--- src/design/serial_audio_rx.sv ---
/*
 * DSP16 serial audio receiver
 * Shifts the serial output in MSB first on falling ock, steering the
 * bits by psel, and presents a stereo pair with a sample pulse on each
 * rising psel
 */
`timescale 1ns/1ps

module serial_audio_rx (
    input  logic               clk,
    input  logic               rst,
    input  logic               sdo,
    input  logic               ock,
    input  logic               psel,
    output logic signed [15:0] left,
    output logic signed [15:0] right,
    output logic               sample
);

    logic [15:0] shift_l;
    logic [15:0] shift_r;
    logic        last_ock;
    logic        last_psel;
    logic        ock_fall;
    logic        psel_rise;

    assign ock_fall  = !ock && last_ock;
    assign psel_rise = psel && !last_psel;

    always_ff @(posedge clk) begin
        if (ock_fall) begin
            if (!psel)
                shift_l <= {shift_l[14:0], sdo};
            else
                shift_r <= {shift_r[14:0], sdo};
        end
    end

    always_ff @(posedge clk or posedge rst) begin
        if (rst) begin
            last_ock  <= 1'b0;
            last_psel <= 1'b1;  // no false edge at reset release
            left      <= '0;
            right     <= '0;
            sample    <= 1'b0;
        end else begin
            last_ock  <= ock;
            last_psel <= psel;
            sample    <= psel_rise;
            if (psel_rise) begin
                left  <= shift_l;
                right <= shift_r;
            end
        end
    end

endmodule

--- config.mk ---
export PLATFORM = sky130hd
export DESIGN_NAME = serial_audio_rx
export DESIGN_NICKNAME = d
export VERILOG_FILES = /design/src/design/serial_audio_rx.sv
export SDC_FILE = /design/constraint.sdc
export NUM_CORES = 1
export LEC_CHECK = 0
export ABC_AREA = 1
export BUFFER_PORTS_ARGS = -buffer_cell sky130_fd_sc_hd__buf_2
export CELL_PAD_IN_SITES_DETAIL_PLACEMENT = 1
export CELL_PAD_IN_SITES_GLOBAL_PLACEMENT = 1
export CORE_UTILIZATION = 30
export DETAILED_ROUTE_END_ITERATION = 7
export PLACE_DENSITY = 0.66
export RECOVER_POWER = 50
export SYNTH_ARGS = -nofsm -noshare
export SYNTH_HDL_FRONTEND = slang
export SYNTH_SLANG_ARGS = --single-unit
export TNS_END_PERCENT = 30
--- constraint.sdc ---
create_clock -name clk -period 1.99 [get_ports clk]
set_input_delay 0.398 -clock clk [delete_from_list [all_inputs] [get_ports clk]]
set_output_delay 0.398 -clock clk [all_outputs]
set_load 0.01 [all_outputs]
==> results summary <==
The flow ran to the end, and the final reports show no timing, DRC or antenna violations. The gate count after technology mapping came out at 181. The multiplexer share of the synthesized area came out at 0. STA classifies the critical path endpoint as a flip-flop. The count of buffers added on input and output ports is 37. The average vias per placed instance is 4.35. In this run, CTS created clock tree buffers numbering 9. The floorplan step set the die height to 91.7 µm.

The number of pins exceeding their max-slew limit in the final report is 0. For the final routed database, the setup TNS stands at 0 ns. The initial antenna violation count is 0. After synthesis, the cell types taking the most area are edfxtp_1 (40%), dfrtp_1 (35%), nand2_1 (8.5%), nand3_1 (6.6%), buf_6 (3.3%).

The worst hold path belongs to the class in -> async. Summed over all layers, the global routing overflow is 0. Detailed placement finished with a half-perimeter wire length of 3110 µm. The buffer count from post-CTS setup fixing is 0. The number of optimization iterations in the first detailed-route pass is 4. The source-to-sink clock delay at the later pin of the worst-skew pair came out at 0.34 ns. The number of DRC violations after detailed routing came out at 0. The synthesized design spends more area on one cell type than any other, namely edfxtp_1. The area fraction in compound gates after synthesis is 0.

The count of synthesis-stage warnings from yosys is 0. After floorplanning, the core was sized to cover 7770 µm². The worst setup path is launched from a flip-flop. The hold slack came out at 0.114 ns.

The total of hold buffers inserted after clock tree synthesis is 0. The data arrival at the endpoint of the critical path came out at 1.63 ns. The design draws 0.00278 W. The mean cell area of the mapped netlist is 13.3 µm².

The synthesis-stage register bit count came out at 67. Once detail routing completed, the nets flagged for antenna violations numbered 0. The final layout contains 230 nets. The die covers 8420 µm². Wires add up to 4620 µm.

For this design the ratio of total power to cell area is 987 nW/µm². The via count of the first global-routing pass came out at 1558. The fraction of the mapped netlist area in simple logic gates is 0.190. The largest net degree at the start of global routing is 34.

The number of sinks driven by the clock tree is 67. The count of inserted antenna diode cells is 0. The H-tree depth reported by CTS is 3. The library cells used most frequently in the layout, excluding fill and tap cells, are nand2_1 (55), buf_2 (35), dfrtp_1 (34). When the netlist entered floorplanning its net count stood at 186. The count of vias placed by the detailed router is 1445. On the final layout, the worst clock skew is 0.00696 ns.

The library cell used most frequently in the layout, excluding fill and tap cells, is nand2_1. After global routing, the most crowded layer is met2. The global-route wire length before repair is 7980 µm. The required time at the endpoint of the critical path came out at 2.21 ns.

At the end of routability-driven placement, the weighted congestion stood at 0.670. Max-cap violations in this run came to 0. The post-cts gate resize count is 0. The hold violation count in the final report came to 0. In the global route stage, met2 resource usage came out at 0.186.

The share of the Yosys chip area taken by registers is 0.761. After synthesis, the largest family of logic cells by area is simple AND/OR/NAND/NOR gates. TritonCTS built the clock tree. For met1 alone, demand over resource in global routing was 0.172.

The relative slew slack came out at 0.528. Counting along the longest clock path gives a buffer depth of 2. In this run the core area contains 32 standard-cell rows. Of the total synthesized cell area, the portion taken by XOR and XNOR cells is 0. The analysis attributes to cell leakage a power of 1.29 nW. The width of the die came out at 91.7 µm.

The worst reg-to-reg setup slack came out at 0.58 ns. The number of distinct standard cells referenced by the synthesized netlist is 13. The met3 routing resource usage after global routing is 0.0348. The count of pins on the block boundary is 38. The post-synthesis adder-cell area fraction is 0.

The maximum operating frequency came out at 710 MHz. In the final routed layout, each cell accounts on average for 13.9 µm. The worst supply voltage drop on vdd is 0.281 mV. Setup repair after global routing left no endpoint under its margin. The final setup violation count came out at 0. The number of DRC violations after detailed-routing iteration 0 is 64. After clock tree synthesis, the clock-pin slew on the worst setup and hold paths is 0.07 ns.

The share of cells above drive strength 1 is 0.283. In the finished design, the share of the clock period the worst path needs comes to 0.708. Across every metal layer, demand over resource in global routing totals 0.128. The area growth from synthesis to layout is 16.5%. For the finished layout, the period the worst path requires is 1.41 ns. The clock tree root driver cell is clkbuf_8. The mapped netlist covers 2420 µm². The top cell type's share of synthesized area is 0.398. The transition time of the tightest slew-check pin came out at 0.707 ns. In this run the worst path has a maximum fanout of 33.

The initial core utilization came out at 0.311. The critical path in this run is classified as reg -> reg.
-- through the flow --
step / instance area, µm² / instances / setup WS [ns] / utilization
global placement: 2680 / 316 / 0.499 / 0.345
detailed placement: 2680 / 316 / 0.458 / 0.345
finish: 2820 / 332 / 0.582 / 0.362
floorplan: 2420 / 181 / 0.222 / -
CTS: 2840 / 332 / 0.562 / 0.365
global route: 2820 / 332 / 0.430 / 0.362
-- sequential cells by signal, indices dropped and copies added (netlist names) --
register	count
left	16
right	16
shift_l	16
shift_r	16
last_ock	1
last_psel	1
sample	1
-- cell families after synthesis --
| family | Yosys count |
|---|---|
| buffers and inverters | 15 |
| flip-flops | 67 |
| AND/OR/NAND/NOR | 99 |
-- worst max-delay path, stage by stage, from the launching register on --
cell and delay, ns:
dfstp_2 0.37, inv_2 0.43, nand2_8 0.29, nand2_2 0.13, nand2_1 0.07
-- worst paths after layout --
| check | start | to | cells after the start |
|---|---|---|---|
| max in group asynchronous | rst | right[7] | 3 |
| min in group clk | ock | last_ock | 1 |
| max | last_psel | right[14] | 4 |
| max reg2reg | last_psel | right[14] | 4 |
| min | rst | left[13] | 2 |
| min reg2reg | shift_l[8] | shift_l[9] | 0 |
-- power breakdown --
group / switching [W] / internal [W]
sequential: 0.0000517 / 0.00154
clock: 0.000491 / 0.000440
combinational: 0.000161 / 0.0000923
-- Yosys cell counts --
cell type   n
edfxtp_1   32
nand2_2     9
nand3_1    32
buf_6       7
nor3_2      1
dfrtp_1    34
nand2_8     1
nor3_1      1
dfstp_2     1
inv_2       1
nand2_1    55
buf_4       3
inv_1       4
-- area by class of cell --
| cell class | instances | area [µm²] |
|---|---|---|
| fill | 880 | 4950 |
| multi-input combinational | 99 | 458 |
| tap | 102 | 128 |
| inverter | 5 | 18.8 |
| clock buffer | 10 | 128 |
| clock inverter | 6 | 32.5 |
| sequential | 67 | 1840 |
| timing repair buffer | 43 | 213 |
-- per-layer routing --
metal	wire [µm]	vias to the layer above
met5	0	-
met2	2120	29
li1	-	689
met3	193	10
met1	2180	717
met4	129	0
Note: power is estimated with default switching activity, not from simulation.
