## config.mk

```make
export PLATFORM = sky130hd
export DESIGN_NAME = int_timer
export DESIGN_NICKNAME = d
export VERILOG_FILES = /design/src/design/snd_pkg.sv /design/src/design/int_timer.sv
export SDC_FILE = /design/constraint.sdc
export NUM_CORES = 1
export LEC_CHECK = 0
export ABC_AREA = 1
export BUFFER_PORTS_ARGS = -buffer_cell sky130_fd_sc_hd__buf_2
export CAP_MARGIN = 20
export CORE_MARGIN = 1
export CORE_UTILIZATION = 58
export DETAILED_ROUTE_END_ITERATION = 7
export PLACE_DENSITY = 0.76
export SKIP_LAST_GASP = 1
export SYNTH_ARGS = -nofsm -noshare
export SYNTH_HDL_FRONTEND = slang
export SYNTH_SLANG_ARGS = --single-unit
export TNS_END_PERCENT = 30
```

## constraint.sdc

```tcl
create_clock -name clk -period 1.7 [get_ports clk]
set_input_delay 0.17 -clock clk [delete_from_list [all_inputs] [get_ports clk]]
set_output_delay 0.17 -clock clk [all_outputs]
set_load 0.05 [all_outputs]
```

## src/design/snd_pkg.sv

```systemverilog
/*
 * QSound sound board shared definitions
 * Z80 memory map, DSP register page, interrupt timer period and the
 * main-CPU address windows that reach the shared RAM (CPS1 layout)
 */
package snd_pkg;

    // Z80 address regions
    typedef enum logic [2:0] {
        REGION_ROM_LO,   // 0000-7FFF
        REGION_ROM_BANK, // 8000-BFFF
        REGION_RAM,      // C000-CFFF and F000-FFFF
        REGION_DSP,      // D000-DFFF
        REGION_NONE
    } snd_region_e;

    localparam int ROM_AW = 19;  // 512 kB program ROM
    localparam int RAM_AW = 13;  // 8 kB shared RAM

    // banked window starts right after the linear 32 kB
    localparam logic [ROM_AW-1:0] BANK_BASE = 19'h0_8000;

    // low address bits inside the DSP page
    localparam logic [2:0] DSP_CMD_LO  = 3'd0;
    localparam logic [2:0] DSP_CMD_MID = 3'd1;
    localparam logic [2:0] DSP_CMD_HI  = 3'd2;  // also raises the DSP irq
    localparam logic [2:0] DSP_BANK    = 3'd3;
    localparam logic [2:0] DSP_STATUS  = 3'd7;

    // Z80 interrupt every 32000 ticks of the 8 MHz enable, i.e. 250 Hz
    localparam int INT_PERIOD = 32000;
    localparam int INT_CNT_W  = $clog2(INT_PERIOD);
    localparam logic [INT_CNT_W-1:0] INT_LAST = INT_CNT_W'(INT_PERIOD - 1);

    // main address bits 23:12, half-open windows [lo, hi)
    localparam logic [11:0] LOCK_WIN_A_LO = 12'hf18;
    localparam logic [11:0] LOCK_WIN_A_HI = 12'hf1a;
    localparam logic [11:0] LOCK_WIN_B_LO = 12'hf1e;
    localparam logic [11:0] LOCK_WIN_B_HI = 12'hf20;

endpackage

```

## src/design/int_timer.sv

```systemverilog
/*
 * Z80 periodic interrupt
 * Counts cen8 ticks and pulls int_n low every INT_PERIOD ticks,
 * released by the interrupt acknowledge cycle
 */
`timescale 1ns/1ps

module int_timer (
    input  logic clk,
    input  logic rst,
    input  logic cen8,
    input  logic m1_n,
    input  logic iorq_n,
    output logic int_n
);

    logic [snd_pkg::INT_CNT_W-1:0] cnt;
    logic                          wrap;

    assign wrap = (cnt == snd_pkg::INT_LAST);

    always_ff @(posedge clk or posedge rst) begin
        if (rst) begin
            cnt   <= '0;
            int_n <= 1'b1;
        end else if (cen8) begin
            cnt <= wrap ? '0 : cnt + 1'b1;
            if (!m1_n && !iorq_n)
                int_n <= 1'b1;  // ack cycle
            else if (wrap)
                int_n <= 1'b0;
        end
    end

endmodule

```

==> run summary <==
Outcome -> complete, no violations
Avg Vias per Cell -> 5.118
Max cap viols -> 0
Die Width -> 43.88 um
HP Class -> input pin to register
Pwr Total -> 0.9817 mW
CTS H-Tree Depth -> 1
Die Y-Extent -> 43.88 um
Clock Tree Root -> clkbuf_4
Hpwl dp -> 1578 um
TritonCTS Sinks -> 16
Synth warn -> 0
Deepest clock path buffer count -> 2
Clk network pwr share -> 25.5%
Gpl congestion -> 0.8512
Crit path time final -> 1.415 ns
Cell count after synthesis -> 144
Hold Path Origin -> iorq_n
Post-synthesis adder-cell area fraction -> 1.230%
Final slew viol count -> 0
Net Sw Frac -> 33.50%
Crit path launch type -> register
Postcts setup bufs -> 0
Starting Density -> 64.52%
Tot GR Track Use -> 24.87%
RSZ-0062 raised after global routing -> no
Antenna-violating nets left -> 0
Reg2Reg Setup Slack -> 0.29 ns
Register area share after synthesis -> 39.48%
Place WS -> 0.3203 ns
Critical Path Start -> cnt[0]
Final TNS setup -> 0 ns
Total Wirelength -> 2016 um
Final Hold Fails -> 0
Max IR drop VDD -> 762.0 uV
Largest net degree at the start of global routing -> 17
Leakage -> 0.5964 nW
Mapped Nets -> 150
Synthesis-stage register bit count -> 16
PnR worst setup slack -> 0.2853 ns
Grt ovf -> 0
Clk_lat worst skew -> 0.29 ns
Worst EP arrival -> 1.60 ns
Pre-Repair DR Iteration Count -> 4
CTS tree -> yes
Core area -> 1577 um2
Layout Nets -> 161
Count of final setup violators -> 0
Ant diodes -> 0
Sw power -> 0.3289 mW
Mux share of post-synthesis cell area -> 0%
Combinational family with the most area after synthesis -> simple AND/OR/NAND/NOR gates
Post-Syn Area per Cell -> 7.064 um2
Setup Skew -> 0.003315 ns
Fmax -> 0.7069 GHz
Starting DRT DRC Count -> 40
Row cnt -> 14
Post-synthesis simple-gate area fraction -> 42.80%
Vias in the first global route -> 809
Area delta synth->final -> 9.225%
Mapped cell area -> 1017 um2
Cell Pwr Density -> 883.6 nW/um2
Synth Area in XOR/XNOR -> 2.583%
# IOs -> 6
CTS Buf Count -> 3
DIE AREA -> 1925 um2
Critical path class -> register to register
DR DRC count -> 0
Synth unique cells -> 23
Routed length per instance -> 11.86 um
Slew HR -> 59.79%
Tightest Pin Transition -> 0.6025 ns
Share of cells above drive strength 1 -> 18.18%
First-pass GRT wire length -> 3422 um
Req. time, crit path -> 1.89 ns
Crit path capture type -> register
Logic gate share of total power -> 21.4%
RR Startpoint -> cnt[0]
Seq pwr share -> 53.0%
Total number of vias -> 870
Clock slew seen by the registers of the worst setup and hold paths -> 0.09 ns
Max FO, Critical Path -> 8
Initial antenna violation count -> 0
PortBufs -> 5
Final worst-path cycle share -> 83.22%
Hold Slack -> 0.02160 ns
Cell-internal power -> 0.6528 mW
Compound-cell area share of the yosys netlist -> 3.936%
==> final cells by class <==
type	instances	area (um2)
Clock buffer	4	36.28
Fill cell	137	465.4
Inverter	25	93.84
Multi-Input combinational cell	102	514.2
Sequential cell	16	401.6
Tap cell	16	20.02
Timing Repair Buffer	7	45.04
==> synth_stat cells <==
cell,count,area share [%]
dfstp_2,1,2.6
nand2_2,6,3.7
nand2_1,37,14
xnor2_1,1,0.86
a21oi_1,2,0.98
nand4_1,2,1.2
inv_2,2,0.74
nand2_4,2,2.2
nor2_4,3,3.3
nor3b_1,1,0.74
ha_1,1,1.2
nand3_2,1,0.98
xor2_1,2,1.7
nand3_1,12,5.9
buf_4,1,0.74
o21bai_1,1,0.74
o21ai_0,3,1.5
inv_1,23,8.5
o31ai_1,1,0.74
nor2_1,22,8.1
nor2_2,4,2.5
nor3_1,1,0.49
dfrtp_1,15,37
==> final timing paths <==
kind,end,depth (start not counted)
max,cnt[10],10
min,int_n,2
max reg2reg,cnt[10],10
min reg2reg,int_n,2
max in group asynchronous,cnt[9],3
min in group asynchronous,cnt[1],3
==> timing repair <==
action / in CTS / in global routing
hold buffers: 2 / 0
resized for setup: 0 / 0
endpoints found under the hold margin: 16 / 0
==> worst max-delay path, cell delays in order, from the launching register on <==
cell	delay, ns
dfrtp_1	0.41
ha_1	0.24
nand2_4	0.08
inv_1	0.06
nand2_1	0.08
nor2_4	0.13
nand2_4	0.10
nand2_2	0.08
inv_1	0.04
nand2_1	0.05
inv_1	0.04
==> kinds of logic (layout without fill, tap and decap cells) <==
logic type / count (synthesis) / in the layout
buffers and inverters: 26 / 36
AO/OA/AOI/OAI: 7 / 7
XOR/XNOR: 3 / 3
adder cells (fa/ha/maj): 1 / 1
AND/OR/NAND/NOR: 91 / 91
flip-flops: 16 / 16
==> flip-flops by register name, summed over array words and instances (netlist names) <==
signal,cells
cnt,15
int_n,1
==> layout by cell type (no fill, tap or decap), types with 2 or more instances in the layout <==
cell type,netlist,layout
nand2_2,6,6
nand2_4,2,2
inv_1,23,23
nor2_4,3,3
dlygate4sd3_1,0,2
nand3_1,12,12
dfrtp_1,15,15
buf_2,0,5
nand2_1,37,37
xor2_1,2,2
nor2_2,4,4
nor2_1,22,22
nand4_1,2,2
inv_2,2,2
a21oi_1,2,2
clkbuf_4,0,3
o21ai_0,3,3
==> power by group through the flow <==
stage | registers, mW | logic (mW) | clock network, mW
after global routing | 0.529 | 0.240 | 0.278
after floorplan | 0.508 | 0.174 | 0
after global placement | 0.526 | 0.198 | 0
after detailed placement | 0.529 | 0.207 | 0
final | 0.521 | 0.211 | 0.250
after CTS | 0.521 | 0.213 | 0.259
==> per-layer routing <==
layer	up-vias	wire (um)	part of all wire (%)	track usage, %
met3	4	59	2.9	5.417
met5	-	0	0	0
li1	460	-	-	-
met4	0	15	0.74	8.485
met1	391	973	48	31.73
met2	15	967	48	41.79
==> per-stage QoR <==
stage | std cells | cell area [um2] | util [%]
after floorplan | 144 | 1017 | -
after global placement | 164 | 1055 | 66.90
after detailed placement | 164 | 1055 | 66.90
after CTS | 170 | 1111 | 70.48
after global routing | 170 | 1111 | 70.48
final | 170 | 1111 | 70.48
(Power assumes the default switching activity.)
