[src/design/snd_pkg.sv]
/*
 * QSound sound board shared definitions
 * Z80 memory map, DSP register page, interrupt timer period and the
 * main-CPU address windows that reach the shared RAM (CPS1 layout)
 */
package snd_pkg;

    // Z80 address regions
    typedef enum logic [2:0] {
        REGION_ROM_LO,   // 0000-7FFF
        REGION_ROM_BANK, // 8000-BFFF
        REGION_RAM,      // C000-CFFF and F000-FFFF
        REGION_DSP,      // D000-DFFF
        REGION_NONE
    } snd_region_e;

    localparam int ROM_AW = 19;  // 512 kB program ROM
    localparam int RAM_AW = 13;  // 8 kB shared RAM

    // banked window starts right after the linear 32 kB
    localparam logic [ROM_AW-1:0] BANK_BASE = 19'h0_8000;

    // low address bits inside the DSP page
    localparam logic [2:0] DSP_CMD_LO  = 3'd0;
    localparam logic [2:0] DSP_CMD_MID = 3'd1;
    localparam logic [2:0] DSP_CMD_HI  = 3'd2;  // also raises the DSP irq
    localparam logic [2:0] DSP_BANK    = 3'd3;
    localparam logic [2:0] DSP_STATUS  = 3'd7;

    // Z80 interrupt every 32000 ticks of the 8 MHz enable, i.e. 250 Hz
    localparam int INT_PERIOD = 32000;
    localparam int INT_CNT_W  = $clog2(INT_PERIOD);
    localparam logic [INT_CNT_W-1:0] INT_LAST = INT_CNT_W'(INT_PERIOD - 1);

    // main address bits 23:12, half-open windows [lo, hi)
    localparam logic [11:0] LOCK_WIN_A_LO = 12'hf18;
    localparam logic [11:0] LOCK_WIN_A_HI = 12'hf1a;
    localparam logic [11:0] LOCK_WIN_B_LO = 12'hf1e;
    localparam logic [11:0] LOCK_WIN_B_HI = 12'hf20;

endpackage

[src/design/bus_lock.sv]
/*
 * Main CPU access to the Z80 bus
 * A main CPU cycle inside the shared windows requests the Z80 bus, the
 * grant is passed through two cen8 stages before the main CPU sees it.
 * Main writes reach the shared RAM only while granted
 */
`timescale 1ns/1ps

module bus_lock (
    input  logic         clk,
    input  logic         rst,
    input  logic         cen8,
    input  logic [23:12] main_addr,
    input  logic         main_buse_n,
    input  logic         main_ldswn,
    input  logic         z80_busak_n,
    input  logic [3:0]   main_ram_sel,
    output logic         z80_busrq_n,
    output logic         main_busakn,
    output logic         main_we
);

    logic       in_win_a;
    logic       in_win_b;
    logic [1:0] grant;  // active low stages

    assign in_win_a = (main_addr >= snd_pkg::LOCK_WIN_A_LO) &&
                      (main_addr <  snd_pkg::LOCK_WIN_A_HI);
    assign in_win_b = (main_addr >= snd_pkg::LOCK_WIN_B_LO) &&
                      (main_addr <  snd_pkg::LOCK_WIN_B_HI);

    assign z80_busrq_n = main_buse_n | ~(in_win_a | in_win_b);

    always_ff @(posedge clk or posedge rst) begin
        if (rst) begin
            grant <= 2'b11;
        end else if (main_buse_n) begin
            grant <= 2'b11;  // drop at once when main lets go
        end else if (cen8) begin
            grant <= {grant[0], z80_busrq_n | z80_busak_n};
        end
    end

    assign main_busakn = grant[1];

    // only the C000 and F000 RAM pages are writable from the main side
    assign main_we = !main_busakn && !main_ldswn &&
                     (main_ram_sel == 4'hc || main_ram_sel == 4'hf);

endmodule

[config.mk]
export PLATFORM = sky130hd
export DESIGN_NAME = bus_lock
export DESIGN_NICKNAME = d
export VERILOG_FILES = /design/src/design/snd_pkg.sv /design/src/design/bus_lock.sv
export SDC_FILE = /design/constraint.sdc
export NUM_CORES = 1
export LEC_CHECK = 0
export ABC_AREA = 0
export CORE_AREA = 2 2 39 41
export CTS_CLUSTER_SIZE = 25
export DETAILED_ROUTE_END_ITERATION = 8
export DIE_AREA = 0 0 41 43
export DONT_BUFFER_PORTS = 1
export PLACE_DENSITY = 0.3
export SLEW_MARGIN = 20
export SYNTH_ARGS = -nofsm -noshare
export SYNTH_HDL_FRONTEND = slang
export SYNTH_SLANG_ARGS = --single-unit
export TNS_END_PERCENT = 1
[constraint.sdc]
create_clock -name clk -period 1.01 [get_ports clk]
set_input_delay 0.202 -clock clk [delete_from_list [all_inputs] [get_ports clk]]
set_output_delay 0.202 -clock clk [all_outputs]
set_load 0.05 [all_outputs]
==> flow_summary_export.csv, run 1 <==
group,metric,value,unit
cts,cts_buffers,3,
critical_path,cp-end-kind,"output port",
global_routing,grt_overflow_total,0,
sta,finalSetupViolCount,2,
route,wirelength,406,um
critical_path,startpoint_type,"flip-flop",
sta,setup_ws,-259,ps
pwr,power.switching,63.1,uW
route,dr.pass1.iters,1,
sta,timing.final.crit_share,126,%
floorplanning,io_pins,25,
sta,whs,88.3,ps
synthesis,yosysUniqueCellTypes,13,
synthesis,syn-num-nets,38,
route,final_antenna_net_count,0,
critical_path,crit_path_max_incr_delay,370,ps
flow_run,maxCapViolations,0,
pwr,combPwrFrac,12.8,%
cts,clk_pin_slew,30,ps
synthesis,synth.avg_cell_area,9.62,um2
route,wire_per_inst,10.4,um
cts,clockBufferDepth,2,
cells_and_area,most-common-layout-cells,"3 x clkbuf_4, 2 x inv_1, 2 x nor2b_1, 2 x dfstp_2",
floorplanning,num_rows,14,
critical_path,critical_path_arrival,1070,ps
critical_path,required,810,ps
global_routing,grt_max_degree,5,
cells_and_area,final_common_cell,"clkbuf_4",
pwr,p_total,296,uW
floorplanning,initial_core_util,11.1,%
min_path,hold_path_class,"in2reg",
cells_and_area,multi_input_comb_area,109,um2
cells_and_area,regMostFlops,"grant",
cts,clockRootBuffer,"clkbuf_4",
route,drc,0,
place,portBuffers,0,
cts,clk_latency,220,ps
run_status,violations,"negative setup slack",
cts,ctsHtreeMaxLevel,1,
floorplanning,die_width,41,um
pwr,p_int,233,uW
cells_and_area,design_area,260,um2
floorplanning,die_y,43,um
global_routing,grt_pass1_wl,655,um
pwr,pwr-share-seq,29.2,%
cells_and_area,seqCellArea,52.6,um2
synthesis,yosysSeqAreaShare,34.1,%
cells_and_area,layout-drive-gt1-share,43.5,%
sta,worstMarginPinSlew,257,ps
sta,fin_skew,0.644,ps
critical_path,cp_slowest_cell,"dfstp_2",
cells_and_area,areaGrowthSynthToFinish,69.1,%
sta,relSlewSlack,82.7,%
cells_and_area,antenna_cells,0,
floorplanning,die-area,1760,um2
synthesis,ys_warn_count,0,
cells_and_area,fill_cells,161,
critical_path,path_class,"reg2out",
pwr,switching_share,21.3,%
place,place_congestion,0.578,
cells_and_area,largest_register_ffs,2,
pwr,leakagePower,0.0952,nW
sta,period_minus_slack,1270,ps
synthesis,syn_inst,16,
cts,cts.sinks,2,
synthesis,ys_ff_latch,2,
sta,rsz0062_at_grt,"true",
cts,cts_setup_buffers,0,
cells_and_area,reg_top3,"grant (2)",
sta,hold_viol,0,
pwr,ir_drop,0.203,mV
floorplanning,fp.coreArea,1380,um2
pwr,power.density,1140,nW/um2
route,vias_per_cell,4.15,
run_status,outcome,"finished with violations",
critical_path,crit_chain,"nor4_4, buf_12",
sta,max_freq,788,MHz
pwr,p_clk_share,58.0,%
global_routing,antenna_found_initial,0,
critical_path,worst-path-max-fanout,3,
route,vias,162,
global_routing,grt_usage,6.43,%
place,place_area,224,um2
sta,report.final.slew_viol_count,0,
critical_path,cp_top_family,"flip-flops",
global_routing,grt_pass1_vias,179,
route,drtIter0Drc,0,
cts,cts_tree,"built",
critical_path,cp.buffers_inverters,1,
cells_and_area,nets,47,
synthesis,netlist_area,154,um2
-- through the flow --
step | util (%) | cells | setup WS, ps | TNS, ps
after global placement | 16.2 | 35 | -47.0 | -54.6
after floorplan | - | 16 | -486 | -982
after CTS | 18.8 | 39 | -284 | -485
after detailed placement | 16.2 | 35 | -58.3 | -85.0
after global routing | 18.8 | 39 | -299 | -563
final | 18.8 | 39 | -259 | -423
-- final timing paths --
kind                            cells past startpoint  endpoint         from  slack, ps
worst max-delay path                                2   main_we     grant[1]       -260
worst max register to register                      2  grant[0]     grant[0]        120
max in group asynchronous                           2  grant[1]          rst        530
min in group asynchronous                           2  grant[0]          rst        460
worst min register to register                      1  grant[1]     grant[0]        610
worst min-delay path                                1  grant[1]  main_buse_n         90
-- per-layer routing --
metal | up-vias | track usage, % | share of wire (%)
met5 | - | 0 | 0
met4 | 0 | 10.0 | 0
met3 | 0 | 4.19 | 10
met2 | 7 | 9.69 | 71
met1 | 81 | 3.23 | 18
li1 | 74 | - | -
-- final cells by class --
cell class | instances | area share [%]
clock buffer | 3 | 8.65
inverter | 2 | 2.88
sequential | 2 | 20.2
timing repair buffer | 4 | 18.7
multi-input combinational | 12 | 41.8
tap | 16 | 7.69
-- power groups by stage --
| stage | clock, mW | combinational [mW] | sequential [mW] |
|---|---|---|---|
| 6_report | 0.172 | 0.0379 | 0.0866 |
| 5_1_grt | 0.189 | 0.0424 | 0.0870 |
| 4_1_cts | 0.185 | 0.0388 | 0.0868 |
| 3_5_place_dp | 0 | 0.0357 | 0.0873 |
| 3_3_place_gp | 0 | 0.0342 | 0.0873 |
| 2_1_floorplan | 0 | 0.0220 | 0.0940 |
-- synth_stat cells --
cell type / number / area, um2
nand4_1: 1 / 6.26
nand2_1: 1 / 3.75
nor4b_2: 1 / 15.0
nor4_1: 1 / 6.26
and4_1: 1 / 8.76
dfstp_2: 2 / 52.6
a211o_1: 1 / 8.76
or3_1: 1 / 6.26
o31a_1: 1 / 8.76
nor2b_1: 2 / 12.5
xor2_1: 1 / 8.76
inv_1: 2 / 7.51
xnor2_1: 1 / 8.76
-- logic make-up (layout without fill, tap and decap cells) --
| family | Yosys count | after routing | synth area share [%] |
|---|---|---|---|
| compound gates | 2 | 2 | 11.4 |
| xor+xnor | 2 | 2 | 11.4 |
| buf+inv | 2 | 9 | 4.88 |
| simple gates | 8 | 8 | 38.2 |
| flops | 2 | 2 | 34.1 |
-- what timing repair did --
action                                  4_1_cts  5_1_grt
gates resized for setup                       1        0
endpoints found under the setup margin        3        3
pin swaps                                     1        0
hold endpoints to repair                      2        0
hold buffers                                  1        0
Note: power is estimated with default switching activity, not from simulation.
==> run 2: changes to the inputs <==
--- a/config.mk
+++ b/config.mk
@@ -12,6 +12,7 @@
 export DIE_AREA = 0 0 41 43
 export DONT_BUFFER_PORTS = 1
 export PLACE_DENSITY = 0.3
+export SETUP_SLACK_MARGIN = 0.4
 export SLEW_MARGIN = 20
 export SYNTH_ARGS = -nofsm -noshare
 export SYNTH_HDL_FRONTEND = slang
==> run 2 against run 1 <==
Compared with the run above: the flow still finishes with violations (negative setup slack); global-route usage did not move; maximum frequency barely moved; final cell count did not move; clock power barely moved; via count did not move; sequential share of layout area did not move; wire length did not move; register-to-register slack improved by 20 ps; clock skew did not move; setup slack barely moved; clock-buffer cell count did not move; sequential power barely moved; highest routed layer unchanged.
==> flow_summary_export.csv, run 2 (synthesis gave the netlist of run 1 again) <==
group,metric,value,unit
sta,setup_ws,-259,ps
cells_and_area,reg_top3,"grant (2)",
place,place_congestion,0.578,
place,place_area,224,um2
cells_and_area,design_area,260,um2
critical_path,crit_chain,"nor4_4, buf_12",
sta,finalSetupViolCount,2,
global_routing,grt_max_degree,5,
critical_path,cp-end-kind,"output port",
route,top_layer_used,"met3",
cts,ctsHtreeMaxLevel,1,
cells_and_area,final_common_cell,"clkbuf_4",
sta,timing.final.crit_share,126,%
global_routing,grt_usage,6.43,%
global_routing,grt_pass1_wl,655,um
pwr,leakagePower,0.0951,nW
critical_path,worst-path-max-fanout,3,
critical_path,required,810,ps
run_status,outcome,"finished with violations",
place,post-place-ws,-58.3,ps
flow_run,maxCapViolations,0,
cts,clockBufferDepth,2,
global_routing,grt_pass1_vias,179,
cells_and_area,areaGrowthSynthToFinish,69.1,%
route,wl_met1,73,um
pwr,ir_drop,0.203,mV
sta,relSlewSlack,82.7,%
critical_path,cp_top_family,"flip-flops",
cts,cts_buffers,3,
route,drc,0,
sta,worstMarginPinSlew,257,ps
cts,cts_setup_buffers,0,
route,final_antenna_net_count,0,
cells_and_area,regMostFlops,"grant",
route,dr_wl_met2,290,um
sta,fin_skew,0.644,ps
route,wirelength,406,um
min_path,hold_path_class,"in2reg",
floorplanning,die-area,1760,um2
cells_and_area,most-common-layout-cells,"3 x clkbuf_4, 2 x inv_1, 2 x nor2b_1, 2 x dfstp_2",
global_routing,antenna_found_initial,0,
sta,rsz0062_at_grt,"true",
cts,clk_pin_slew,30,ps
route,vias,162,
critical_path,critical_path_arrival,1070,ps
cells_and_area,layout-drive-gt1-share,43.5,%
cells_and_area,nets,47,
cells_and_area,antenna_cells,0,
critical_path,path_class,"reg2out",
sta,period_minus_slack,1270,ps
critical_path,cp.buffers_inverters,1,
route,route.met3.wl,42,um
sta,hold_viol,0,
cells_and_area,largest_register_ffs,2,
critical_path,r2r_setup_slack,140,ps
floorplanning,die_y,43,um
route,wire_per_inst,10.4,um
critical_path,crit_path_max_incr_delay,370,ps
route,drtIter0Drc,0,
floorplanning,initial_core_util,11.1,%
route,dr.pass1.iters,1,
route,vias_per_cell,4.15,
run_status,violations,"negative setup slack",
place,portBuffers,0,
sta,report.final.slew_viol_count,0,
critical_path,cp_slowest_cell,"dfstp_2",
cts,cts.sinks,2,
pwr,power.density,1140,nW/um2
global_routing,grt_overflow_total,0,
cts,clk_latency,220,ps
floorplanning,num_rows,14,
cts,cts_tree,"built",
floorplanning,fp.coreArea,1380,um2
sta,max_freq,788,MHz
floorplanning,die_width,41,um
cts,clockRootBuffer,"clkbuf_4",
floorplanning,io_pins,25,
critical_path,startpoint_type,"flip-flop",
-- run 2: layout make-up --
cell class / count / area, um2
Multi-Input combinational cell: 12 / 109
Inverter: 2 / 7.51
Sequential cell: 2 / 52.6
Fill cell: 161 / 1120
Timing Repair Buffer: 4 / 48.8
Tap cell: 16 / 20.0
Clock buffer: 3 / 22.5
-- run 2: power by group --
group	total, mW	leakage [nW]	internal (mW)	switching [mW]
sequential	0.0866	0.0211	0.0844	0.00226
clock	0.172	0.0138	0.131	0.0412
combinational	0.0379	0.0602	0.0184	0.0196
total	0.296	0.0951	0.233	0.0631
-- run 2: layer usage --
metal	global-route usage, %	vias up
li1	-	75
met1	3.23	80
met2	9.69	7
met3	4.19	0
met4	10.0	0
met5	0	-
-- run 2: what timing repair did --
| action | CTS | global route |
|---|---|---|
| endpoints found under the setup margin | 5 | 5 |
| hold endpoints to repair | 2 | 0 |
| gates resized for setup | 1 | 0 |
| pin swaps | 3 | 1 |
| hold buffers | 1 | 0 |
-- run 2: path summary, 6_finish.rpt --
| check | from | endpoint | cells past startpoint |
|---|---|---|---|
| setup / recovery | grant[1] | main_we | 2 |
| hold / removal | main_buse_n | grant[1] | 1 |
| setup reg to reg | grant[0] | grant[0] | 2 |
| hold reg to reg | grant[0] | grant[1] | 1 |
| max in group asynchronous | rst | grant[1] | 2 |
| min in group asynchronous | rst | grant[0] | 2 |
-- run 2: stage by stage --
stage / instances / utilization [%] / hold WS, ps / power (mW) / setup TNS, ps
CTS: 39 / 18.8 / 83.2 / 0.310 / -485
detailed placement: 35 / 16.2 / 133 / 0.123 / -85.0
finish: 39 / 18.8 / 92.4 / 0.296 / -424
global placement: 35 / 16.2 / 121 / 0.121 / -54.6
global route: 39 / 18.8 / 87.9 / 0.318 / -563
floorplan: 16 / - / 114 / 0.116 / -982
-- run 2: worst reg2reg max path: stages (launching register included) --
cell and delay (ps):
dfstp_2 350, or3_1 330, o31a_1 110
