### src/design/snd_pkg.sv
/*
 * QSound sound board shared definitions
 * Z80 memory map, DSP register page, interrupt timer period and the
 * main-CPU address windows that reach the shared RAM (CPS1 layout)
 */
package snd_pkg;

    // Z80 address regions
    typedef enum logic [2:0] {
        REGION_ROM_LO,   // 0000-7FFF
        REGION_ROM_BANK, // 8000-BFFF
        REGION_RAM,      // C000-CFFF and F000-FFFF
        REGION_DSP,      // D000-DFFF
        REGION_NONE
    } snd_region_e;

    localparam int ROM_AW = 19;  // 512 kB program ROM
    localparam int RAM_AW = 13;  // 8 kB shared RAM

    // banked window starts right after the linear 32 kB
    localparam logic [ROM_AW-1:0] BANK_BASE = 19'h0_8000;

    // low address bits inside the DSP page
    localparam logic [2:0] DSP_CMD_LO  = 3'd0;
    localparam logic [2:0] DSP_CMD_MID = 3'd1;
    localparam logic [2:0] DSP_CMD_HI  = 3'd2;  // also raises the DSP irq
    localparam logic [2:0] DSP_BANK    = 3'd3;
    localparam logic [2:0] DSP_STATUS  = 3'd7;

    // Z80 interrupt every 32000 ticks of the 8 MHz enable, i.e. 250 Hz
    localparam int INT_PERIOD = 32000;
    localparam int INT_CNT_W  = $clog2(INT_PERIOD);
    localparam logic [INT_CNT_W-1:0] INT_LAST = INT_CNT_W'(INT_PERIOD - 1);

    // main address bits 23:12, half-open windows [lo, hi)
    localparam logic [11:0] LOCK_WIN_A_LO = 12'hf18;
    localparam logic [11:0] LOCK_WIN_A_HI = 12'hf1a;
    localparam logic [11:0] LOCK_WIN_B_LO = 12'hf1e;
    localparam logic [11:0] LOCK_WIN_B_HI = 12'hf20;

endpackage

### src/design/sound_bus_ctrl.sv
/*
 * Z80 bus controller for the sound board
 * Decodes the Z80 memory map into registered chip selects, forms the
 * linear or banked ROM address, holds the bank and DSP reset register,
 * inserts one wait tick on opcode fetches above 0x4000 and muxes the
 * CPU read data
 */
`timescale 1ns/1ps

module sound_bus_ctrl (
    input  logic        clk,
    input  logic        rst,
    input  logic        cen8,
    input  logic [15:0] z80_addr,
    input  logic [7:0]  z80_dout,
    input  logic        mreq_n,
    input  logic        rd_n,
    input  logic        wr_n,
    input  logic        m1_n,
    input  logic [7:0]  rom_data,
    input  logic [7:0]  ram_dout,
    input  logic        dsp_irq,
    input  logic        dsp_iack,
    output logic [18:0] rom_addr,
    output logic        rom_cs,
    output logic        ram_cs,
    output logic        cmd_wr,
    output logic [1:0]  cmd_sel,
    output logic        dsp_rst,
    output logic        cpu_cen,
    output logic [7:0]  z80_din
);

    snd_pkg::snd_region_e region;
    logic       bank_cs;
    logic       stat_rd;
    logic [3:0] bank;
    logic       wait_done;  // wait tick already spent in this fetch
    logic       fetch_hi;
    logic       dsp_rdy_n;
    logic       dsp_page;

    always_comb begin
        if (!z80_addr[15]) begin
            region = snd_pkg::REGION_ROM_LO;
        end else if (!z80_addr[14]) begin
            region = snd_pkg::REGION_ROM_BANK;
        end else begin
            case (z80_addr[13:12])
                2'b00:   region = snd_pkg::REGION_RAM;   // C000
                2'b01:   region = snd_pkg::REGION_DSP;   // D000
                2'b11:   region = snd_pkg::REGION_RAM;   // F000 mirror
                default: region = snd_pkg::REGION_NONE;
            endcase
        end
    end

    assign dsp_page = !mreq_n && (region == snd_pkg::REGION_DSP);

    always_ff @(posedge clk or posedge rst) begin
        if (rst) begin
            rom_cs   <= 1'b0;
            ram_cs   <= 1'b0;
            cmd_wr   <= 1'b0;
            cmd_sel  <= 2'd0;
            bank_cs  <= 1'b0;
            stat_rd  <= 1'b0;
            rom_addr <= '0;
        end else begin
            rom_cs  <= !mreq_n && !rd_n && (region == snd_pkg::REGION_ROM_LO ||
                                            region == snd_pkg::REGION_ROM_BANK);
            ram_cs  <= !mreq_n && (!rd_n || !wr_n) && (region == snd_pkg::REGION_RAM);
            cmd_wr  <= dsp_page && !wr_n && (z80_addr[2:0] <= snd_pkg::DSP_CMD_HI);
            cmd_sel <= z80_addr[1:0];
            bank_cs <= dsp_page && !wr_n && (z80_addr[2:0] == snd_pkg::DSP_BANK);
            stat_rd <= dsp_page && !rd_n && (z80_addr[2:0] == snd_pkg::DSP_STATUS);
            if (!mreq_n) begin
                if (region == snd_pkg::REGION_ROM_BANK)
                    rom_addr <= {1'b0, bank, z80_addr[13:0]} + snd_pkg::BANK_BASE;
                else
                    rom_addr <= {4'b0, z80_addr[14:0]};
            end
        end
    end

    // bank select and DSP reset, bit 7 releases the DSP
    always_ff @(posedge clk or posedge rst) begin
        if (rst) begin
            bank    <= 4'd0;
            dsp_rst <= 1'b1;
        end else if (bank_cs) begin
            bank    <= z80_dout[3:0];
            dsp_rst <= ~z80_dout[7];
        end
    end

    // one lost cen8 tick per opcode fetch at 4000 and up
    assign fetch_hi = !m1_n && (z80_addr[15:14] != 2'b00);

    always_ff @(posedge clk or posedge rst) begin
        if (rst) begin
            wait_done <= 1'b0;
        end else if (cen8) begin
            if (m1_n)
                wait_done <= 1'b0;  // re-arm for next fetch
            else if (fetch_hi)
                wait_done <= 1'b1;
        end
    end

    assign cpu_cen = cen8 & ~(fetch_hi & ~wait_done);

    assign dsp_rdy_n = ~(dsp_irq | dsp_iack);

    always_comb begin
        if (rom_cs)
            z80_din = rom_data;  // opcodes pass undecoded
        else if (ram_cs)
            z80_din = ram_dout;
        else if (stat_rd)
            z80_din = {dsp_rdy_n, 3'b111, bank};
        else
            z80_din = 8'hff;
    end

endmodule

### config.mk
export PLATFORM = sky130hd
export DESIGN_NAME = sound_bus_ctrl
export DESIGN_NICKNAME = d
export VERILOG_FILES = /design/src/design/snd_pkg.sv /design/src/design/sound_bus_ctrl.sv
export SDC_FILE = /design/constraint.sdc
export NUM_CORES = 1
export LEC_CHECK = 0
export BUFFER_PORTS_ARGS = -buffer_cell sky130_fd_sc_hd__buf_2
export CAP_MARGIN = 20
export CELL_PAD_IN_SITES_DETAIL_PLACEMENT = 0
export CELL_PAD_IN_SITES_GLOBAL_PLACEMENT = 2
export CORE_MARGIN = 2
export CORE_UTILIZATION = 22
export DETAILED_ROUTE_END_ITERATION = 12
export PLACE_DENSITY = 0.78
export SKIP_LAST_GASP = 1
export SLEW_MARGIN = 20
export SYNTH_ARGS = -nofsm -noshare
export SYNTH_HDL_FRONTEND = slang
export SYNTH_SLANG_ARGS = --single-unit
### constraint.sdc
create_clock -name clk -period 0.89 [get_ports clk]
set_input_delay 0.089 -clock clk [delete_from_list [all_inputs] [get_ports clk]]
set_output_delay 0.089 -clock clk [all_outputs]
set_load 0.1 [all_outputs]
==> flow_metrics.tcl, run 1 <==
set metrics [dict create \
    syn_inst 118 \
    drt_iter0_markers 19 \
    routed_via_density 4.24 \
    yosys_register_bits 32 \
    core.rowCount 28 \
    initial_core_util 0.230 \
    worst_pin_slew_ns 0.309 \
    rsz0062_at_grt "yes" \
    power_density_mw_per_mm2 1500 \
    antenna_found_initial 0 \
    fin_ws_ns -0.564 \
    track_usage 0.122 \
    root_buffer "clkbuf_8" \
    cts_htree_levels 2 \
    relSlewSlack 0.794 \
    finalCritPeriodShare 1.63 \
    finClkSkew_ns 0.00301 \
    clkLatencyLatePin_ns 0.28 \
    diodes 0 \
    slew_violations 0 \
    fmax_mhz 688 \
    area_growth_pct 125 \
    final_cells 303 \
    crit_type "reg2out" \
    dieArea_sq_mm 0.00690 \
    clkTransAtPathRegs_ns 0.06 \
    synth_fp_nets 168 \
    setup_tns_ns -9.18 \
    cp_max_fo 5 \
    dp_cells 286 \
    clk_path_buf_depth 2 \
    gp_congestion 0.766 \
    numPortBuffers 79 \
    setup_viol 41 \
    yosysTopAreaCellShare 0.564 \
    crit_path_end_kind "output port" \
    avgSynthCellArea_sq_um 11.7 \
    core_sq_mm 0.00599 \
    cts.sink_count 32 \
    seq_area_frac_synth 0.583 \
    mostFrequentLayoutCells "43 x buf_2, 36 x buf_12, 19 x dfrtp_4" \
    grt.overflow.total 0 \
    grt_pass1_wl_um 6920 \
    yosysWarnings 0 \
    worstPathRequired_ns 0.80 \
    drive_above_1_share 0.781 \
    status "finished, violations left" \
    tritoncts "yes" \
    grt_max_degree 33 \
    grt_pass1_vias 1468 \
    violations "negative setup slack" \
    drc_errors 0 \
    dp_hpwl_um 3080 \
    start_kind "flop" \
    synth_cell_type_count 27 \
    layout_commonest_cell "buf_2" \
    fp.dieW_um 83.1 \
    timing.final.crit_period_ns 1.45 \
    worst_hold_path_type "in2reg" \
    drt-total-wl_um 3950 \
    netlist_top_cells_area "dfrtp_1 56%, mux2_2 14%, nand2_1 3.8%" \
    drt_pre_antenna_iters 3 \
    chipHeight_um 83.1 \
    fillerInstances 508 \
    via_count 1285 \
    power_leakage_nw 1.35 \
    power_w 0.00466 \
    place_ws_ns -0.336 \
    nets 277 \
    yosys.area.top_type "dfrtp_1" \
    cts_inserted_buffers 5 \
    pin_count 83 \
    final-hold-violation-count 0 \
    crit_arrival_ns 1.37 \
    antenna_left 0 \
    wl_per_cell_um 13.0 \
    holdWs_ns 0.0274 \
    synth_area_sq_mm 0.00138 \
    maxCapViolCount 0 \
    vdd_ir_drop_max_mv 0.929 \
]
==> where the power goes <==
part | internal, W | leakage, nW | switching (W)
clock | 0.000548 | 0.0422 | 0.000520
sequential | 0.00161 | 0.367 | 0.000115
combinational | 0.000757 | 0.942 | 0.00111
total | 0.00291 | 1.35 | 0.00175
==> sequential cells by signal, indices dropped and copies added, names as in the netlist <==
name       cells
bank           4
bank_cs        1
cmd_sel        2
cmd_wr         1
dsp_rst        1
ram_cs         1
rom_addr      19
rom_cs         1
stat_rd        1
wait_done      1
==> routing by layer <==
layer	wire length, um	up-vias	global-route usage
met1	1690	582	0.154
met4	45	0	0.0313
li1	-	630	-
met2	1760	67	0.190
met3	450	6	0.0537
met5	0	-	0
==> worst max-delay path, cell delays in order, from the launching register on <==
cell and delay, ns:
dfrtp_4 0.49, nand2b_4 0.22, o22ai_4 0.14, o21ai_4 0.07, buf_12 0.16
==> cells by family after synthesis <==
family,Yosys count,share of synthesized area
AO/OA/AOI/OAI,26,0.109
multiplexers,17,0.139
XOR/XNOR,2,0.0127
flip-flops,32,0.583
adder cells (fa/ha/maj),1,0.00909
buffers and inverters,10,0.0336
AND/OR/NAND/NOR,30,0.114
==> metrics by stage <==
stage	util	instance area [sq um]
2_1_floorplan	-	1630
5_1_grt	0.517	3100
3_3_place_gp	0.461	2760
3_5_place_dp	0.461	2760
6_report	0.517	3100
4_1_cts	0.505	3020
==> cell usage after synthesis <==
master / count
dfstp_2: 1
mux2_2: 17
ha_1: 1
xnor2_1: 1
nand2b_1: 2
a21oi_1: 7
clkbuf_1: 2
nor4b_2: 1
inv_1: 6
or2_2: 1
nor4_1: 2
or4b_4: 1
buf_2: 1
a211oi_1: 1
buf_6: 1
nand2_1: 14
o21ai_0: 9
a2111oi_0: 1
and2b_1: 1
a21boi_0: 1
dfrtp_1: 31
nor2_1: 6
xor2_1: 1
o22ai_1: 5
nand4_1: 1
o31ai_1: 2
or2b_1: 1
==> final timing paths <==
path / startpoint / to / slack, ns / cells after the start
setup / recovery: ram_cs$_DFF_PP0_ / z80_din[3] / -0.56 / 4
hold / removal: wr_n / bank_cs$_DFF_PP0_ / 0.03 / 2
setup reg to reg: bank[1]$_DFFE_PP0P_ / rom_addr[17]$_DFFE_PP0N_ / -0.19 / 3
hold reg to reg: rom_addr[16]$_DFFE_PP0N_ / rom_addr[16]$_DFFE_PP0N_ / 0.54 / 2
max in group asynchronous: rst / dsp_rst$_DFFE_PP1P_ / 0.27 / 4
min in group asynchronous: rst / rom_addr[4]$_DFFE_PP0N_ / 0.38 / 4
==> repair_timing <==
action,CTS,global route
gates resized for setup,21,17
pin swaps,9,5
setup buffers,0,4
hold endpoints to repair,38,0
setup endpoints to repair,41,46
hold buffers,8,0
cloned,0,0
==> area by class of cell <==
type                       count  area (sq um)  area share
clock buffer                   7          76.3      0.0246
clock inverter                 1          5.00     0.00162
inverter                       6          25.0     0.00808
multi-input combinational     76           831       0.268
sequential                    32           887       0.286
tap                           75          93.8      0.0303
timing repair buffer         106          1180       0.381
(Power assumes the default switching activity.)
==> inputs of run 2 (changes only) <==
CELL_PAD_IN_SITES_DETAIL_PLACEMENT = 1   (was 0)
CELL_PAD_IN_SITES_GLOBAL_PLACEMENT = 1   (was 2)
CORE_UTILIZATION = 28   (was 22)
CTS_CLUSTER_SIZE = 20   (was unset)
SLEW_MARGIN = 25   (was 20)
==> run 2 against run 1 <==
Compared with the run above: the run still ends with negative setup slack left; sequential cell count did not move; die area fell by 20%; largest cell class unchanged; final cell count shrank 2.0%.
==> flow_metrics.tcl, run 2 (synthesis gave the netlist of run 1 again) <==
set metrics [dict create \
    status "finished, violations left" \
    violations "negative setup slack" \
    worstRegToRegCells 4 \
    drt_pre_antenna_iters 4 \
    setup_tns_ns -10.52 \
    final_cells 297 \
    maxCapViolCount 0 \
    core_sq_mm 0.00472 \
    crit_start "ram_cs$_DFF_PP0_" \
    pin_count 83 \
    crit_path_end_kind "output port" \
    clk_path_buf_depth 2 \
    drt_iter0_markers 15 \
    intPower_w 0.00310 \
    worstPathRequired_ns 0.80 \
    grt_pass1_vias 1549 \
    p_sw_frac 0.370 \
    mostFrequentLayoutCells "44 x buf_2, 36 x buf_12, 19 x dfrtp_4" \
    fp.dieW_um 74.1 \
    timing.final.crit_period_ns 1.52 \
    design_area_sq_mm 0.00316 \
    p_comb_frac 0.396 \
    tritoncts "yes" \
    cts_inserted_buffers 5 \
    routed_via_density 4.62 \
    multi_input_area_sq_um 856 \
    clkLatencyLatePin_ns 0.29 \
    largest_register "rom_addr" \
    start_kind "flop" \
    power_leakage_nw 1.38 \
    power_frac_seq 0.351 \
    finClkSkew_ns 0.00328 \
    finalCritPeriodShare 1.70 \
    p_sw_w 0.00182 \
    grt_pass1_wl_um 7720 \
    chipHeight_um 74.1 \
    drt-total-wl_um 5360 \
    drc_errors 0 \
    antenna_left 0 \
    drive_above_1_share 0.809 \
    dp_hpwl_um 3750 \
    worst_hold_path_type "in2reg" \
    cp_max_fo 5 \
    worst_pin_slew_ns 0.434 \
    setup_viol 45 \
    crit_type "reg2out" \
    slew_violations 0 \
    numPortBuffers 79 \
    relSlewSlack 0.703 \
    holdWs_ns 0.0144 \
    final-hold-violation-count 0 \
    crit_arrival_ns 1.43 \
    min_to "stat_rd$_DFF_PP0_" \
    largest_reg_flops 19 \
    dp_cells 276 \
    grt.overflow.total 0 \
    reg_top3 "rom_addr: 19 flops, bank: 4 flops, cmd_sel: 2 flops" \
    wl_per_cell_um 18.0 \
    diodes 0 \
    core.rowCount 25 \
    reg2reg_to "rom_addr[17]$_DFFE_PP0N_" \
    seq_area_sq_um 886 \
    grt_max_degree 33 \
    min_delay_path_depth 2 \
    track_usage 0.194 \
    root_buffer "clkbuf_8" \
    clkTransAtPathRegs_ns 0.07 \
    fin_ws_ns -0.627 \
    cts.sink_count 32 \
    worst-r2r-setup-slack_ns -0.34 \
    cts_htree_levels 2 \
    post_dp_cell_area_sq_mm 0.00272 \
    nets 279 \
    layout_commonest_cell "buf_2" \
    initial_core_util 0.291 \
    fillerInstances 439 \
    worstReg2RegStart "bank[1]$_DFFE_PP0P_" \
    pwr-share-clk 0.253 \
    gp_congestion 0.769 \
    power_density_mw_per_mm2 1560 \
    area_growth_pct 129 \
    rsz0062_at_grt "yes" \
    min_from "rd_n" \
    antenna_found_initial 0 \
    fmax_mhz 659 \
    via_count 1373 \
    vdd_ir_drop_max_mv 1.31 \
    dieArea_sq_mm 0.00549 \
]
==> run 2: cell types whose count changed in the layout (fill, tap and decap cells not counted), moves of 2 or more <==
| cell | delta |
|---|---|
| buf_4 | -3 |
| buf_6 | +5 |
| clkbuf_8 | +2 |
| nor2_1 | -3 |
| nor2_4 | +3 |
==> run 2: worst max path at each step <==
| stage | to | slack [ns] | cells past startpoint |
|---|---|---|---|
| global placement | z80_din[0] | -0.31 | 4 |
| global route | z80_din[2] | -0.67 | 4 |
| finish | z80_din[2] | -0.63 | 4 |
| floorplan | z80_din[0] | -0.70 | 3 |
| detailed placement | z80_din[3] | -0.37 | 4 |
| CTS | z80_din[3] | -0.61 | 4 |
==> run 2: critical path, stage by stage, from the launching register on <==
cell and delay [ns]:
dfrtp_4 0.51, nand2b_4 0.22, o22ai_4 0.16, o21ai_4 0.08, buf_12 0.17
==> run 2: area by class of cell <==
type,count,share of cell area
tap,67,0.0265
multi-input combinational,76,0.271
sequential,32,0.281
inverter,6,0.00792
clock buffer,8,0.0317
timing repair buffer,108,0.382
==> run 2: what timing repair did <==
item / CTS / global route
pin swaps: 0 / 13
endpoints found under the setup margin: 41 / 50
gates resized for setup: 22 / 30
hold buffers: 6 / 0
cloned: 0 / 0
endpoints found under the hold margin: 37 / 0
setup buffers: 5 / 5
==> run 2: stage by stage <==
stage | util | setup slack [ns] | power (W)
3_3_place_gp | 0.576 | -0.310 | 0.00350
2_1_floorplan | - | -0.704 | 0.00279
4_1_cts | 0.635 | -0.614 | 0.00487
6_report | 0.669 | -0.627 | 0.00492
3_5_place_dp | 0.576 | -0.366 | 0.00355
5_1_grt | 0.669 | -0.674 | 0.00509
==> run 2: power groups by stage <==
stage	Sequential [W]	Clock (W)	Combinational, W
after floorplan	0.00232	0	0.000466
after global placement	0.00173	0	0.00177
after detailed placement	0.00174	0	0.00181
after CTS	0.00172	0.00128	0.00188
after global routing	0.00174	0.00133	0.00202
final	0.00172	0.00124	0.00195
==> run 2: layer usage <==
| layer | routed length, um | GRT usage |
|---|---|---|
| met1 | 1850 | 0.199 |
| met2 | 3000 | 0.358 |
| met3 | 421 | 0.0718 |
| met4 | 87 | 0.0727 |
| met5 | 0 | 0 |
